<file path="src/include/imu_consts.svh">
`ifndef IMU_CONSTS_SVH
`define IMU_CONSTS_SVH

// frame layout of the sensor's serial protocol
`define IMU_HEADER      8'h55
`define IMU_MSG_LEN     11     // header, type, 8 data bytes, checksum

// frame type codes
`define IMU_ACC_TYPE    8'h51  // acceleration
`define IMU_ANG_TYPE    8'h53  // angle

// apb byte offsets
`define IMU_REG_ACCEL   8'h00
`define IMU_REG_ANGLE   8'h04
`define IMU_REG_STATUS  8'h08  // good count 7:0, bad count 15:8

`endif
</file>
<file path="src/logic/apb_pkg.sv">
package apb_pkg;

  typedef struct packed {
    logic        psel;
    logic        penable;
    logic        pwrite;
    logic [7:0]  paddr;   // byte offset
    logic [31:0] pwdata;
  } apb_req_t;

  typedef struct packed {
    logic [31:0] prdata;
    logic        pready;
    logic        pslverr;
  } apb_resp_t;

endpackage

</file>
<file path="src/logic/imu_pkg.sv">
package imu_pkg;

  // one byte out of the uart receiver
  typedef struct packed {
    logic       valid;  // single-cycle pulse
    logic [7:0] data;
  } rx_byte_t;

  // last accepted words from the sensor
  typedef struct packed {
    logic [15:0] accel;  // selected accel axis
    logic [15:0] angle;  // selected angle axis
  } imu_sample_t;

  // end of frame, at most one bit set
  typedef struct packed {
    logic good;  // checksum matched
    logic bad;   // checksum mismatch
  } frame_event_t;

endpackage

</file>
<file path="src/logic/imu_sensor_top.sv">
`timescale 1ns/1ps

module imu_sensor_top #(
  parameter int CLKS_PER_BIT = 16
) (
  input  logic               clk_uart,
  input  logic               rst,
  input  logic               wireless_tx,   // sensor serial stream
  output logic               wireless_rx,
  output logic               wireless_set,
  input  apb_pkg::apb_req_t  apb_req,
  output apb_pkg::apb_resp_t apb_resp
);

  imu_pkg::rx_byte_t     rx_byte;
  imu_pkg::imu_sample_t  sample;
  imu_pkg::frame_event_t frame_evt;

  async_receiver #(
    .CLKS_PER_BIT (CLKS_PER_BIT)
  ) u_async_receiver (
    .clk_uart (clk_uart),
    .rst      (rst),
    .rx       (wireless_tx),  // radio tx feeds our rx
    .rx_byte  (rx_byte)
  );

  imu_frame_parser u_imu_frame_parser (
    .clk_uart  (clk_uart),
    .rst       (rst),
    .rx_byte   (rx_byte),
    .sample    (sample),
    .frame_evt (frame_evt)
  );

  imu_apb_regs u_imu_apb_regs (
    .clk_uart  (clk_uart),
    .rst       (rst),
    .sample    (sample),
    .frame_evt (frame_evt),
    .apb_req   (apb_req),
    .apb_resp  (apb_resp)
  );

  assign wireless_rx  = 1'b1;  // nothing is sent, line idles high
  assign wireless_set = 1'b1;  // keeps the radio out of command mode

endmodule

</file>
<file path="src/logic/imu_apb_regs.sv">
`timescale 1ns/1ps
`include "imu_consts.svh"

module imu_apb_regs (
  input  logic                  clk_uart,
  input  logic                  rst,
  input  imu_pkg::imu_sample_t  sample,
  input  imu_pkg::frame_event_t frame_evt,
  input  apb_pkg::apb_req_t     apb_req,
  output apb_pkg::apb_resp_t    apb_resp
);

  logic        access;     // apb access phase
  logic        status_wr;
  logic        addr_ok;
  logic [31:0] rdata;
  logic [7:0]  good_cnt;
  logic [7:0]  bad_cnt;

  assign access    = apb_req.psel && apb_req.penable;
  assign status_wr = access && apb_req.pwrite && (apb_req.paddr == `IMU_REG_STATUS);

  // frame counters, both stick at 255
  always_ff @(posedge clk_uart) begin
    if (rst) begin
      good_cnt <= '0;
      bad_cnt  <= '0;
    end else if (status_wr) begin
      good_cnt <= '0;  // clear wins over a same-cycle event
      bad_cnt  <= '0;
    end else begin
      if (frame_evt.good && good_cnt != 8'hff) good_cnt <= good_cnt + 1'b1;
      if (frame_evt.bad && bad_cnt != 8'hff) bad_cnt <= bad_cnt + 1'b1;
    end
  end

  always_comb begin
    addr_ok = 1'b1;
    rdata   = '0;
    case (apb_req.paddr)
      `IMU_REG_ACCEL:  rdata = {16'h0000, sample.accel};
      `IMU_REG_ANGLE:  rdata = {16'h0000, sample.angle};
      `IMU_REG_STATUS: rdata = {16'h0000, bad_cnt, good_cnt};
      default:         addr_ok = 1'b0;
    endcase
  end

  assign apb_resp.prdata  = rdata;
  assign apb_resp.pready  = 1'b1;  // no wait states
  assign apb_resp.pslverr = access && !addr_ok;

  // the host must hold psel from the setup cycle into the access cycle
  a_apb_phase: assert property (
    @(posedge clk_uart) disable iff (rst)
    apb_req.penable |-> apb_req.psel && $past(apb_req.psel)
  ) else $error("penable without a setup cycle");

endmodule

</file>
<file path="src/logic/imu_frame_parser.sv">
`timescale 1ns/1ps
`include "imu_consts.svh"

module imu_frame_parser #(
  parameter int ACC_AXIS = 0,  // x
  parameter int ANG_AXIS = 1   // y
) (
  input  logic                  clk_uart,
  input  logic                  rst,
  input  imu_pkg::rx_byte_t     rx_byte,
  output imu_pkg::imu_sample_t  sample,
  output imu_pkg::frame_event_t frame_evt
);

  // byte positions of the selected words, low byte first
  localparam logic [3:0] ACC_LO   = 4'(ACC_AXIS * 2 + 2);
  localparam logic [3:0] ACC_HI   = 4'(ACC_AXIS * 2 + 3);
  localparam logic [3:0] ANG_LO   = 4'(ANG_AXIS * 2 + 2);
  localparam logic [3:0] ANG_HI   = 4'(ANG_AXIS * 2 + 3);
  localparam logic [3:0] LAST_IDX = 4'(`IMU_MSG_LEN - 1);

  if (ACC_AXIS < 0 || ACC_AXIS > 3 || ANG_AXIS < 0 || ANG_AXIS > 3) begin : g_axis_check
    $error("axis parameters must be in 0..3");
  end

  logic [3:0]  byte_idx;  // index of the next byte
  logic [7:0]  msg_type;
  logic [7:0]  checksum;  // running sum of header, type and data
  logic [15:0] acc_buf;
  logic [15:0] ang_buf;

  always_ff @(posedge clk_uart) begin
    if (rst) begin
      byte_idx  <= '0;
      sample    <= '0;
      frame_evt <= '0;
    end else begin
      frame_evt <= '0;
      if (rx_byte.valid) begin
        if (byte_idx == 4'd0) begin
          if (rx_byte.data == `IMU_HEADER) byte_idx <= 4'd1;  // skip anything else
        end else if (byte_idx == 4'd1) begin
          msg_type <= rx_byte.data;
          checksum <= `IMU_HEADER + rx_byte.data;
          byte_idx <= 4'd2;
        end else if (byte_idx == LAST_IDX) begin
          byte_idx <= '0;
          if (checksum == rx_byte.data) begin
            frame_evt.good <= 1'b1;
            if (msg_type == `IMU_ACC_TYPE) sample.accel <= acc_buf;
            if (msg_type == `IMU_ANG_TYPE) sample.angle <= ang_buf;
          end else begin
            frame_evt.bad <= 1'b1;
          end
        end else begin
          byte_idx <= byte_idx + 1'b1;
          checksum <= checksum + rx_byte.data;
        end
      end
    end
  end

  // word capture for the frame in progress
  always_ff @(posedge clk_uart) begin
    if (rx_byte.valid && msg_type == `IMU_ACC_TYPE) begin
      if (byte_idx == ACC_LO) acc_buf[7:0]  <= rx_byte.data;
      if (byte_idx == ACC_HI) acc_buf[15:8] <= rx_byte.data;
    end
    if (rx_byte.valid && msg_type == `IMU_ANG_TYPE) begin
      if (byte_idx == ANG_LO) ang_buf[7:0]  <= rx_byte.data;
      if (byte_idx == ANG_HI) ang_buf[15:8] <= rx_byte.data;
    end
  end

  // an event only ever follows a received checksum byte, and never both kinds
  a_evt_after_byte: assert property (
    @(posedge clk_uart) disable iff (rst)
    (frame_evt.good || frame_evt.bad) |->
      $past(rx_byte.valid) && !(frame_evt.good && frame_evt.bad)
  ) else $error("frame_evt without checksum byte or with both bits set");

endmodule

</file>
<file path="src/logic/async_receiver.sv">
`timescale 1ns/1ps

module async_receiver #(
  parameter int CLKS_PER_BIT = 16
) (
  input  logic              clk_uart,
  input  logic              rst,
  input  logic              rx,
  output imu_pkg::rx_byte_t rx_byte
);

  localparam int CNT_W = (CLKS_PER_BIT > 2) ? $clog2(CLKS_PER_BIT) : 1;
  localparam logic [CNT_W-1:0] HALF_LAST = CNT_W'(CLKS_PER_BIT / 2 - 1);
  localparam logic [CNT_W-1:0] BIT_LAST  = CNT_W'(CLKS_PER_BIT - 1);

  typedef enum logic [1:0] {
    S_IDLE,
    S_START,
    S_DATA,
    S_STOP
  } rx_state_t;

  rx_state_t        state;
  logic             rx_meta;
  logic             rx_sync;
  logic [CNT_W-1:0] clk_cnt;    // clocks within the current bit
  logic [2:0]       bit_idx;
  logic [7:0]       shift_reg;  // lsb arrives first
  logic             byte_valid;

  // two flops against metastability, idle level is high
  always_ff @(posedge clk_uart) begin
    if (rst) begin
      rx_meta <= 1'b1;
      rx_sync <= 1'b1;
    end else begin
      rx_meta <= rx;
      rx_sync <= rx_meta;
    end
  end

  always_ff @(posedge clk_uart) begin
    if (rst) begin
      state      <= S_IDLE;
      clk_cnt    <= '0;
      bit_idx    <= '0;
      byte_valid <= 1'b0;
    end else begin
      byte_valid <= 1'b0;
      clk_cnt    <= clk_cnt + 1'b1;
      case (state)
        S_IDLE: begin
          clk_cnt <= '0;
          if (!rx_sync) state <= S_START;  // falling start edge
        end
        S_START: begin
          if (clk_cnt == HALF_LAST) begin  // middle of start bit
            clk_cnt <= '0;
            bit_idx <= '0;
            state   <= rx_sync ? S_IDLE : S_DATA;  // glitch goes back to idle
          end
        end
        S_DATA: begin
          if (clk_cnt == BIT_LAST) begin
            clk_cnt   <= '0;
            shift_reg <= {rx_sync, shift_reg[7:1]};
            bit_idx   <= bit_idx + 1'b1;
            if (bit_idx == 3'd7) state <= S_STOP;
          end
        end
        S_STOP: begin
          if (clk_cnt == BIT_LAST) begin
            byte_valid <= rx_sync;  // low stop bit drops the byte
            state      <= S_IDLE;
          end
        end
        default: state <= S_IDLE;
      endcase
    end
  end

  assign rx_byte.valid = byte_valid;
  assign rx_byte.data  = shift_reg;

  // a byte takes ten bit times, so the strobe can never repeat
  a_valid_single: assert property (
    @(posedge clk_uart) disable iff (rst) rx_byte.valid |=> !rx_byte.valid
  ) else $error("rx_byte.valid high for two cycles");

endmodule

</file>
<file path="config.mk">
export PLATFORM = sky130hd
export DESIGN_NAME = imu_sensor_top
export DESIGN_NICKNAME = d
export VERILOG_FILES = /design/src/logic/apb_pkg.sv /design/src/logic/imu_pkg.sv /design/src/logic/imu_sensor_top.sv /design/src/logic/imu_apb_regs.sv /design/src/logic/imu_frame_parser.sv /design/src/logic/async_receiver.sv
export VERILOG_INCLUDE_DIRS = /design/src /design/src/include
export SDC_FILE = /design/constraint.sdc
export NUM_CORES = 1
export LEC_CHECK = 0
export BUFFER_PORTS_ARGS = -buffer_cell sky130_fd_sc_hd__buf_2
export CAP_MARGIN = 10
export CORE_UTILIZATION = 50
export DETAILED_ROUTE_END_ITERATION = 6
export PLACE_DENSITY = 0.83
export SLEW_MARGIN = 20
export SYNTH_ARGS = -nofsm -noshare
export SYNTH_HDL_FRONTEND = slang
export SYNTH_SLANG_ARGS = --single-unit
</file>
<file path="constraint.sdc">
create_clock -name clk_uart -period 2.6 [get_ports clk_uart]
set_input_delay 0.52 -clock clk_uart [delete_from_list [all_inputs] [get_ports clk_uart]]
set_output_delay 0.52 -clock clk_uart [all_outputs]
set_load 0.03 [all_outputs]
</file>
==> results.toml, run 1 <==
[sta]
tightest_slew_ns = 0.6417
drv_slew = 0
relSlewSlack = 0.5696
rsz0062_at_grt = "false"
setup_viol = 0
finalClockSkew_ns = 0.01089
max_freq_mhz = 411.7
timing.final.hold_violations = 0
fin_crit_ns = 2.429
post-route-period-util = 0.9342
finalSetupTns_ns = 0

[finish]
antenna_cells = 0
nets = 669
drive_gt1_frac = 0.1637
reg_top3 = "u_imu_frame_parser.sample: 32 flops, u_imu_frame_parser.acc_buf: 16 flops, u_imu_frame_parser.ang_buf: 16 flops"
top_register = "u_imu_frame_parser.sample"
final_util = 0.6009
area.growth.synth_to_final_pct = 16.26
final_area_um2 = 6890
stdcell_count = 760
largest_reg_flops = 32
nFillCells = 865

[drt]
drtIter0Drc = 279
wirelength_um = 12510
wl_per_cell_um = 16.46
drtPass1Iterations = 5
drc = 0
dr_total_vias = 4219
drt-vias-per-instance = 5.551
ant_nets = 0

[run]
cap_violations = 0

[pwr]
swShare = 0.2150
p_seq_frac = 0.434
intPower_w = 0.003625
p_comb_frac = 0.037
switchingPower_w = 0.0009930
power_density_nw_per_um2 = 670.3
peakVddDrop_mv = 0.5994
p_leak_nw = 2.534
p_total_w = 0.004618
power.share.clock = 0.529

[floorplan]
num_rows = 39
die_h_um = 110.9
chipWidth_um = 110.9
initial_core_util = 0.5169
die_area_um2 = 12290
core-area_um2 = 11470
ios = 82

[placement]
place_hpwl_um = 8172
port_buffers = 30
dp.cells = 728
place.gp.congestion = 0.8635
placed_cell_area_um2 = 6252

[worst_hold_path]
worstHoldStart = "wireless_tx"
min_path_type = "input port to register"
whs_endpoint = "u_async_receiver.rx_meta"
whs_path_depth = 2

[setup_path]
worstPathMaxFanout = 5
critPathLaunchType = "register"
worstSetupPathType = "register to register"
crit_required_ns = 2.73
r2r_cells = 9
r2r_end = "u_imu_frame_parser.checksum[6]"
cp.arrival_ns = 2.56
regToRegSetupSlack_ns = 0.17
r2r_start = "u_imu_frame_parser.byte_idx[1]"
end_kind = "register"

[cts]
tritoncts = "built"
cts_setup_buffers = 0
htreeDepth = 4
cts_made_buffers = 17
cts_resized = 2
clkSinkCount = 122
clkTransAtPathRegs_ns = 0.06
clk_path_buf_depth = 2
hold_buffers = 0
worst_skew_pair.late_latency_ns = 0.41
cts_root_buf = "clkbuf_16"

[grt]
grt_pass1_wl_um = 20920
grtUsageTotal = 0.2158
grt_pass1_vias = 4292
met3_usage = 0.05631
antenna_found_initial = 0
grt_use_met2 = 0.3781
grt.overflow.total = 0
grt_max_degree = 43
grt_busiest_layer = "met2"
use_met1 = 0.2421

[logic_synthesis]
netlist_area_um2 = 5927
yosysUniqueCellTypes = 59
synthXorXnorAreaFrac = 0.03103
synth.area.mux_share = 0.08803
synth_flop_cell = "dfxtp_1"
synth-compound-area-share = 0.06966
ys_warn_count = 0
avgSynthCellArea_um2 = 10.66
synth_simple_gate_area_share = 0.2113
async_reset_ff_frac = 0
ys_seq_area_frac = 0.5066
ys_ff_latch = 122
postSynthCellCount = 556
synth-adder-area-share = 0.04138
synth_top_family_by_area = "simple AND/OR/NAND/NOR gates"
synth-edff-count = 56

[outcome]
status = "completed"
-- power by group through the flow --
stage	sequential, W	combinational [W]	clock [W]
2_1_floorplan	0.00204	0.000158	0
3_3_place_gp	0.00204	0.000163	0
3_5_place_dp	0.00204	0.000168	0
4_1_cts	0.00200	0.000171	0.00246
5_1_grt	0.00200	0.000186	0.00255
6_report	0.00201	0.000172	0.00244
-- worst max-delay path, cell delays in order, from the launching register on --
cell and delay, ns:
dfxtp_1 0.32, or4b_4 0.58, nand2b_1 0.10, ha_1 0.16, inv_1 0.06, fa_1 0.39
nor2b_1 0.13, o21a_1 0.15, o21a_1 0.14, o311ai_0 0.13
-- area by class of cell --
type,instances,area [um^2],share of cell area
Multi-Input combinational cell,395,2706,0.3928
Clock buffer,19,454.2,0.06592
Clock inverter,13,165.2,0.02397
Timing Repair Buffer,54,330.3,0.04794
Tap cell,143,178.9,0.02597
Sequential cell,122,3003,0.4358
Inverter,14,52.55,0.007627
-- cells in the mapped netlist (all sizes together), types with 6 or more instances --
cell,number,area [um^2]
dfxtp,66,1321
nand3,10,55.05
xnor2,13,113.9
nand2,15,56.30
nand2b,71,444.2
xor2,8,70.07
inv,14,52.55
clkbuf,17,63.81
nor4,8,80.08
nor3,12,60.06
o21ai,10,50.04
mux2i,51,510.5
o31ai,6,50.05
ha,18,225.2
buf,25,183.9
nand4,11,68.82
edfxtp,56,1682
a21oi,32,160.2
nor2,56,210.2
nor2b,6,37.54
-- layout by cell type (no fill, tap or decap), types with 2 or more instances in the layout --
| master | n |
|---|---|
| nor4_1 | 6 |
| or4_1 | 3 |
| a221oi_1 | 2 |
| clkbuf_16 | 18 |
| o31ai_1 | 5 |
| buf_4 | 24 |
| or4bb_1 | 2 |
| o21a_1 | 2 |
| ha_1 | 18 |
| nor2b_1 | 5 |
| dfxtp_1 | 66 |
| nand3b_2 | 2 |
| o211ai_1 | 3 |
| clkinv_2 | 3 |
| nor2_1 | 56 |
| o21ai_0 | 9 |
| and2_1 | 2 |
| xnor2_1 | 13 |
| edfxtp_1 | 56 |
| and4_1 | 2 |
| or3_1 | 2 |
| nand4_1 | 11 |
| inv_6 | 3 |
| buf_2 | 30 |
| nand2_1 | 15 |
| or2_2 | 4 |
| o21bai_1 | 4 |
| conb_1 | 19 |
| nor4_4 | 2 |
| inv_1 | 14 |
| xor2_1 | 8 |
| nor3_1 | 12 |
| nand3_1 | 9 |
| nand2b_1 | 71 |
| clkinv_4 | 3 |
| a21oi_1 | 32 |
| mux2i_1 | 51 |
| bufinv_16 | 3 |
-- routing by layer --
metal,up-vias,share of wire
met5,-,0
met4,0,0.024
met3,26,0.060
met2,162,0.51
met1,2010,0.41
li1,2021,-
-- metrics by stage --
| step | worst slack [ns] | hold WS [ns] |
|---|---|---|
| floorplan | 0.02675 | 0.3895 |
| global placement | 0.02156 | 0.3943 |
| detailed placement | -0.1021 | 0.3946 |
| CTS | 0.06222 | 0.2925 |
| global route | 0.003471 | 0.3054 |
| finish | 0.1710 | 0.3068 |
-- worst max-delay path by stage --
stage	from	to	slack [ns]	cells past startpoint
3_3_place_gp	u_imu_frame_parser.byte_idx[1]	u_imu_frame_parser.checksum[7]	0.02	8
6_report	u_imu_frame_parser.byte_idx[1]	u_imu_frame_parser.checksum[6]	0.17	9
3_5_place_dp	u_imu_frame_parser.byte_idx[1]	u_imu_frame_parser.checksum[7]	-0.10	8
5_1_grt	u_imu_frame_parser.byte_idx[1]	u_imu_frame_parser.checksum[6]	0.003	9
2_1_floorplan	u_imu_frame_parser.byte_idx[2]	u_imu_frame_parser.checksum[6]	0.03	10
4_1_cts	apb_req[34]	apb_resp[2]	0.06	5
-- cell families (layout without fill, tap and decap cells) --
group                    count (synthesis)  in the layout
adder cells (fa/ha/maj)                 19             19
other                                    2             19
AO/OA/AOI/OAI                           67             67
multiplexers                            52             52
buffers and inverters                   56            100
flip-flops                             122            122
XOR/XNOR                                21             21
AND/OR/NAND/NOR                        217            217
(Power assumes the default switching activity.)
==> inputs of run 2 (changes only) <==
--- a/config.mk
+++ b/config.mk
@@ -10,7 +10,7 @@
 export CAP_MARGIN = 10
 export CORE_UTILIZATION = 50
 export DETAILED_ROUTE_END_ITERATION = 6
-export PLACE_DENSITY = 0.83
+export PLACE_DENSITY_LB_ADDON = 0.15
 export SLEW_MARGIN = 20
 export SYNTH_ARGS = -nofsm -noshare
 export SYNTH_HDL_FRONTEND = slang
==> results.toml, run 2 (synthesized netlist as in run 1, its figures left out) <==
[setup_path]
cp.arrival_ns = 2.56
critPathTopFamily = "simple AND/OR/NAND/NOR gates"
end_kind = "register"
worstPathMaxFanout = 5
cp.depth = 7
cpPeakStageDelay_ns = 0.57
crit_buf_inv = 1
worstSetupPathType = "register to register"
critPathLaunchType = "register"
cp_cell_sequence = "or4b_4 > buf_4 > and2_1 > ha_1 > nor2b_1 > a221oi_1 > o311ai_0"
r2r_cells = 7
crit_required_ns = 2.73
cpMaxStageDelayCell = "or4b_4"

[sta]
rsz0062_at_grt = "false"
drv_slew = 0
fin_crit_ns = 2.422
relSlewSlack = 0.5436
timing.final.hold_violations = 0
finalClockSkew_ns = 0.005878
post-route-period-util = 0.9314
tightest_slew_ns = 0.6821
setup_viol = 0
max_freq_mhz = 413.0

[outcome]
status = "completed"

[finish]
nFillCells = 971
largest_reg_flops = 32
area.growth.synth_to_final_pct = 16.32
stdcell_count = 764
antenna_cells = 0
layout_commonest_cell = "nand2b_1"
top_register = "u_imu_frame_parser.sample"
nets = 673
most-common-layout-cells = "71 x nand2b_1, 66 x dfxtp_1, 56 x nor2_1, 56 x edfxtp_1, 51 x mux2i_1"
drive_gt1_frac = 0.1643
reg_top3 = "u_imu_frame_parser.sample: 32 flops, u_imu_frame_parser.acc_buf: 16 flops, u_imu_frame_parser.ang_buf: 16 flops"

[drt]
wl_per_cell_um = 14.89
drtPass1Iterations = 5
wirelength_um = 11380
dr_total_vias = 4068
drc = 0
drtIter0Drc = 250
ant_nets = 0
drt-vias-per-instance = 5.325

[grt]
grt.overflow.total = 0
grt_max_degree = 43
grt_pass1_vias = 4092
antenna_found_initial = 0
grtUsageTotal = 0.2018
grt_pass1_wl_um = 19530

[worst_hold_path]
whs_path_depth = 2
min_path_type = "input port to register"

[pwr]
peakVddDrop_mv = 0.7741
power_density_nw_per_um2 = 651.9
p_leak_nw = 2.524
p_total_w = 0.004494

[run]
cap_violations = 0

[placement]
port_buffers = 30
place.gp.congestion = 0.8732
dp.cells = 732
place_hpwl_um = 7838

[floorplan]
num_rows = 39
initial_core_util = 0.5169
ios = 82
chipWidth_um = 110.9
die_area_um2 = 12290
die_h_um = 110.9
core-area_um2 = 11470

[cts]
worst_skew_pair.late_latency_ns = 0.41
cts_root_buf = "clkbuf_16"
clkTransAtPathRegs_ns = 0.06
tritoncts = "built"
clk_path_buf_depth = 2
clkSinkCount = 122
cts_made_buffers = 17
htreeDepth = 4
## run 2: worst paths after layout
path / startpoint / endpoint / slack, ns
min: wireless_tx / u_async_receiver.rx_meta / 0.30
max: u_imu_frame_parser.byte_idx[1] / u_imu_frame_parser.checksum[6] / 0.18
max reg2reg: u_imu_frame_parser.byte_idx[1] / u_imu_frame_parser.checksum[6] / 0.18
min reg2reg: u_async_receiver.rx_meta / u_async_receiver.rx_sync / 0.41
## run 2: through the flow
step / instance area, um^2 / setup slack (ns) / TNS [ns] / utilization / hold slack, ns
after global routing: 6894 / 0.03433 / 0 / 0.6012 / 0.2849
after floorplan: 5991 / 0.02675 / 0 / - / 0.3895
after detailed placement: 6295 / -0.01288 / -0.01288 / 0.5489 / 0.4083
final: 6894 / 0.1785 / 0 / 0.6012 / 0.2975
after global placement: 6295 / 0.03757 / 0 / 0.5489 / 0.4086
after CTS: 6889 / 0.1639 / 0 / 0.6008 / 0.2798
## run 2: where the power goes
| part | total [W] | switching, W | internal, W |
|---|---|---|---|
| sequential | 0.00200 | 0.00000692 | 0.00200 |
| combinational | 0.000172 | 0.000112 | 0.0000598 |
| clock | 0.00232 | 0.000840 | 0.00148 |
| total | 0.00449 | 0.000959 | 0.00354 |
## run 2: repair_timing
| item | 4_1_cts | 5_1_grt |
|---|---|---|
| buffers inserted | 0 | 0 |
| hold buffers | 0 | 0 |
| resized for setup | 1 | 0 |
| endpoints found under the setup margin | 1 | 0 |
## run 2: final cells by class
| cell class | count | area, um^2 | area share |
|---|---|---|---|
| Inverter | 14 | 52.55 | 0.007623 |
| Multi-Input combinational cell | 395 | 2696 | 0.3911 |
| Sequential cell | 122 | 3003 | 0.4356 |
| Timing Repair Buffer | 58 | 372.9 | 0.05408 |
| Clock buffer | 21 | 470.5 | 0.06824 |
| Clock inverter | 11 | 120.1 | 0.01742 |
| Tap cell | 143 | 178.9 | 0.02595 |
## run 2: routing by layer
layer / share of wire / up-vias / GRT usage
li1: - / 2032 / -
met1: 0.46 / 1942 / 0.2448
met2: 0.49 / 79 / 0.3391
met3: 0.041 / 15 / 0.06178
met4: 0.012 / 0 / 0.07022
met5: 0 / - / 0
==> inputs of run 3 (changes only) <==
--- a/config.mk
+++ b/config.mk
@@ -6,6 +6,7 @@
 export SDC_FILE = /design/constraint.sdc
 export NUM_CORES = 1
 export LEC_CHECK = 0
+export ABC_AREA = 1
 export BUFFER_PORTS_ARGS = -buffer_cell sky130_fd_sc_hd__buf_2
 export CAP_MARGIN = 10
 export CORE_UTILIZATION = 50
==> results.toml, run 3 <==
[sta]
max_freq_mhz = 423.2
fin_crit_ns = 2.363
relSlewSlack = 0.4840
fin_ws_ns = 0.2373
hold_slack_ns = 0.2790
timing.final.hold_violations = 0
finalClockSkew_ns = 0.009437
finalSetupTns_ns = 0
drv_slew = 0
post-route-period-util = 0.9087
rsz0062_at_grt = "false"
setup_viol = 0
tightest_slew_ns = 0.7711

[pwr]
p_leak_nw = 2.997
peakVddDrop_mv = 0.5825
power_density_nw_per_um2 = 671.0

[finish]
most-common-layout-cells = "193 x nand2_1, 114 x nor2_1, 103 x inv_1, 66 x dfxtp_1, 56 x edfxtp_1"
drive_gt1_frac = 0.1141
stdcell_count = 949
antenna_cells = 0
final_util = 0.5979
largest_reg_flops = 32
register_area_um2 = 3003
multiInputGateArea_um2 = 2456
area.growth.synth_to_final_pct = 14.93
top_register = "u_imu_frame_parser.sample"
nFillCells = 1044
layout_commonest_cell = "nand2_1"
nets = 858
reg_top3 = "u_imu_frame_parser.sample: 32 flops, u_imu_frame_parser.acc_buf: 16 flops, u_imu_frame_parser.ang_buf: 16 flops"

[logic_synthesis]
synthTopCellsByArea = "edfxtp_1 28%, dfxtp_1 22%, nand2_1 12%, nor2_1 7.1%, inv_1 6.4%"
avgSynthCellArea_um2 = 8.035
synth.top_cell.area_share = 0.2783
ys_seq_area_frac = 0.4970
synth-edff-count = 56
yosysMostFrequentCell = "nand2_1"
netlist_area_um2 = 6042
ys_top_cells_by_count = "193 x nand2_1, 115 x nor2_1, 103 x inv_1"
yosys.area.top_type = "edfxtp_1"
postSynthCellCount = 752
ys_warn_count = 0
ys_ff_latch = 122
async_reset_ff_frac = 0
synth_flop_cell = "dfxtp_1"
yosysUniqueCellTypes = 33

[outcome]
violations = "design-rule violations"
status = "complete, but fails checks"

[grt]
antenna_found_initial = 0
grt.overflow.total = 0
grt_pass1_wl_um = 21410
grtUsageTotal = 0.2193
grt_pass1_vias = 4624
grt_max_degree = 45

[drt]
wl_per_cell_um = 13.32
drt-vias-per-instance = 5.028
drtIter0Drc = 379
dr_total_vias = 4772
wirelength_um = 12640
ant_nets = 0
drtPass1Iterations = 7
drc = 8

[cts]
worst_skew_pair.late_latency_ns = 0.42
htreeDepth = 4
clk_path_buf_depth = 2
cts_made_buffers = 17
tritoncts = "built"
clkTransAtPathRegs_ns = 0.06
cts_root_buf = "clkbuf_16"
clkSinkCount = 122

[setup_path]
cpPeakStageDelay_ns = 0.40
worstPathMaxFanout = 7
end_kind = "register"
cp_cell_sequence = "nor2_1 > nand2_1 > nand2_1 > ha_1 > inv_1 > fa_1 > o21ai_1 > nand2_1 > nand2_1 > nand2_1 > nand2_1 > xor2_1"
cpMaxStageDelayCell = "fa_1"
crit_required_ns = 2.77
cpMostUsedCell = "nand2_1"
worstSetupPathType = "register to register"
cp.arrival_ns = 2.53
critPathLaunchType = "register"

[floorplan]
die_area_um2 = 12530
initial_core_util = 0.5203
core-area_um2 = 11610
die_h_um = 111.9
num_rows = 39
chipWidth_um = 111.9
ios = 82

[placement]
place_hpwl_um = 8897
port_buffers = 30
dp.cells = 917
pre_cts_slack_ns = 0.1838
place.gp.congestion = 0.8667

[run]
cap_violations = 0

[worst_hold_path]
min_path_type = "input port to register"
## run 3: cell types whose count changed after synthesis, sizes merged, moves of 27 or more
cell    delta
nand4     +27
inv       +95
mux2i     -51
nand2    +179
nand2b    -71
nor2      +65
## run 3: through the flow
stage / total power [W] / area (um^2)
final: 0.004659 / 6944
after global routing: 0.004818 / 6944
after CTS: 0.004693 / 6944
after detailed placement: 0.002307 / 6332
after global placement: 0.002297 / 6332
after floorplan: 0.002278 / 6106
## run 3: logic make-up after synthesis
group                    Yosys count  synth area share
XOR/XNOR                          12           0.01740
AND/OR/NAND/NOR                  401            0.2878
flip-flops                       122            0.4970
other                              2          0.001243
AO/OA/AOI/OAI                     49           0.04846
adder cells (fa/ha/maj)           19           0.04059
buffers and inverters            147            0.1075
## run 3: area by class of cell
class | instances | area share
multi-input cells | 500 | 0.3537
well taps | 143 | 0.02577
repair buffers | 43 | 0.04108
clock buffers | 19 | 0.06378
flip-flops and latches | 122 | 0.4324
clock inverters | 13 | 0.02432
inverters | 109 | 0.05892
## run 3: timing repair
item                                    in CTS  in global routing
hold buffers                                 0                  0
endpoints found under the setup margin       0                  1
gates resized for setup                      0                  1
setup buffers                                0                  0
## run 3: power by group
group,switching (W),internal (W)
registers,0.0000220,0.00201
logic,0.000166,0.0000717
clock network,0.000855,0.00154
## run 3: critical path, delay by kind of cell (launching register included)
family / cells / cell delay [ns]
and+or+nand+nor: 7 / 0.83
xor gates and xnor gates: 1 / 0.06
DFF: 1 / 0.36
buffers and inverters: 1 / 0.06
AOI/OAI and AO/OA: 1 / 0.22
adders and majority gates: 2 / 0.58
## run 3: worst paths after layout
path,start,endpoint,slack [ns],cells after the start
worst min register to register,u_async_receiver.rx_meta,u_async_receiver.rx_sync,0.42,1
worst min-delay path,wireless_tx,u_async_receiver.rx_meta,0.28,2
worst max register to register,u_imu_frame_parser.byte_idx[3],u_imu_frame_parser.checksum[6],0.24,12
worst max-delay path,u_imu_frame_parser.byte_idx[3],u_imu_frame_parser.checksum[6],0.24,12
## run 3: routing by layer
layer	GRT usage	wire (um)
met3	0.05988	614
met5	0	0
met2	0.3623	5942
met4	0.09730	314
met1	0.2680	5769
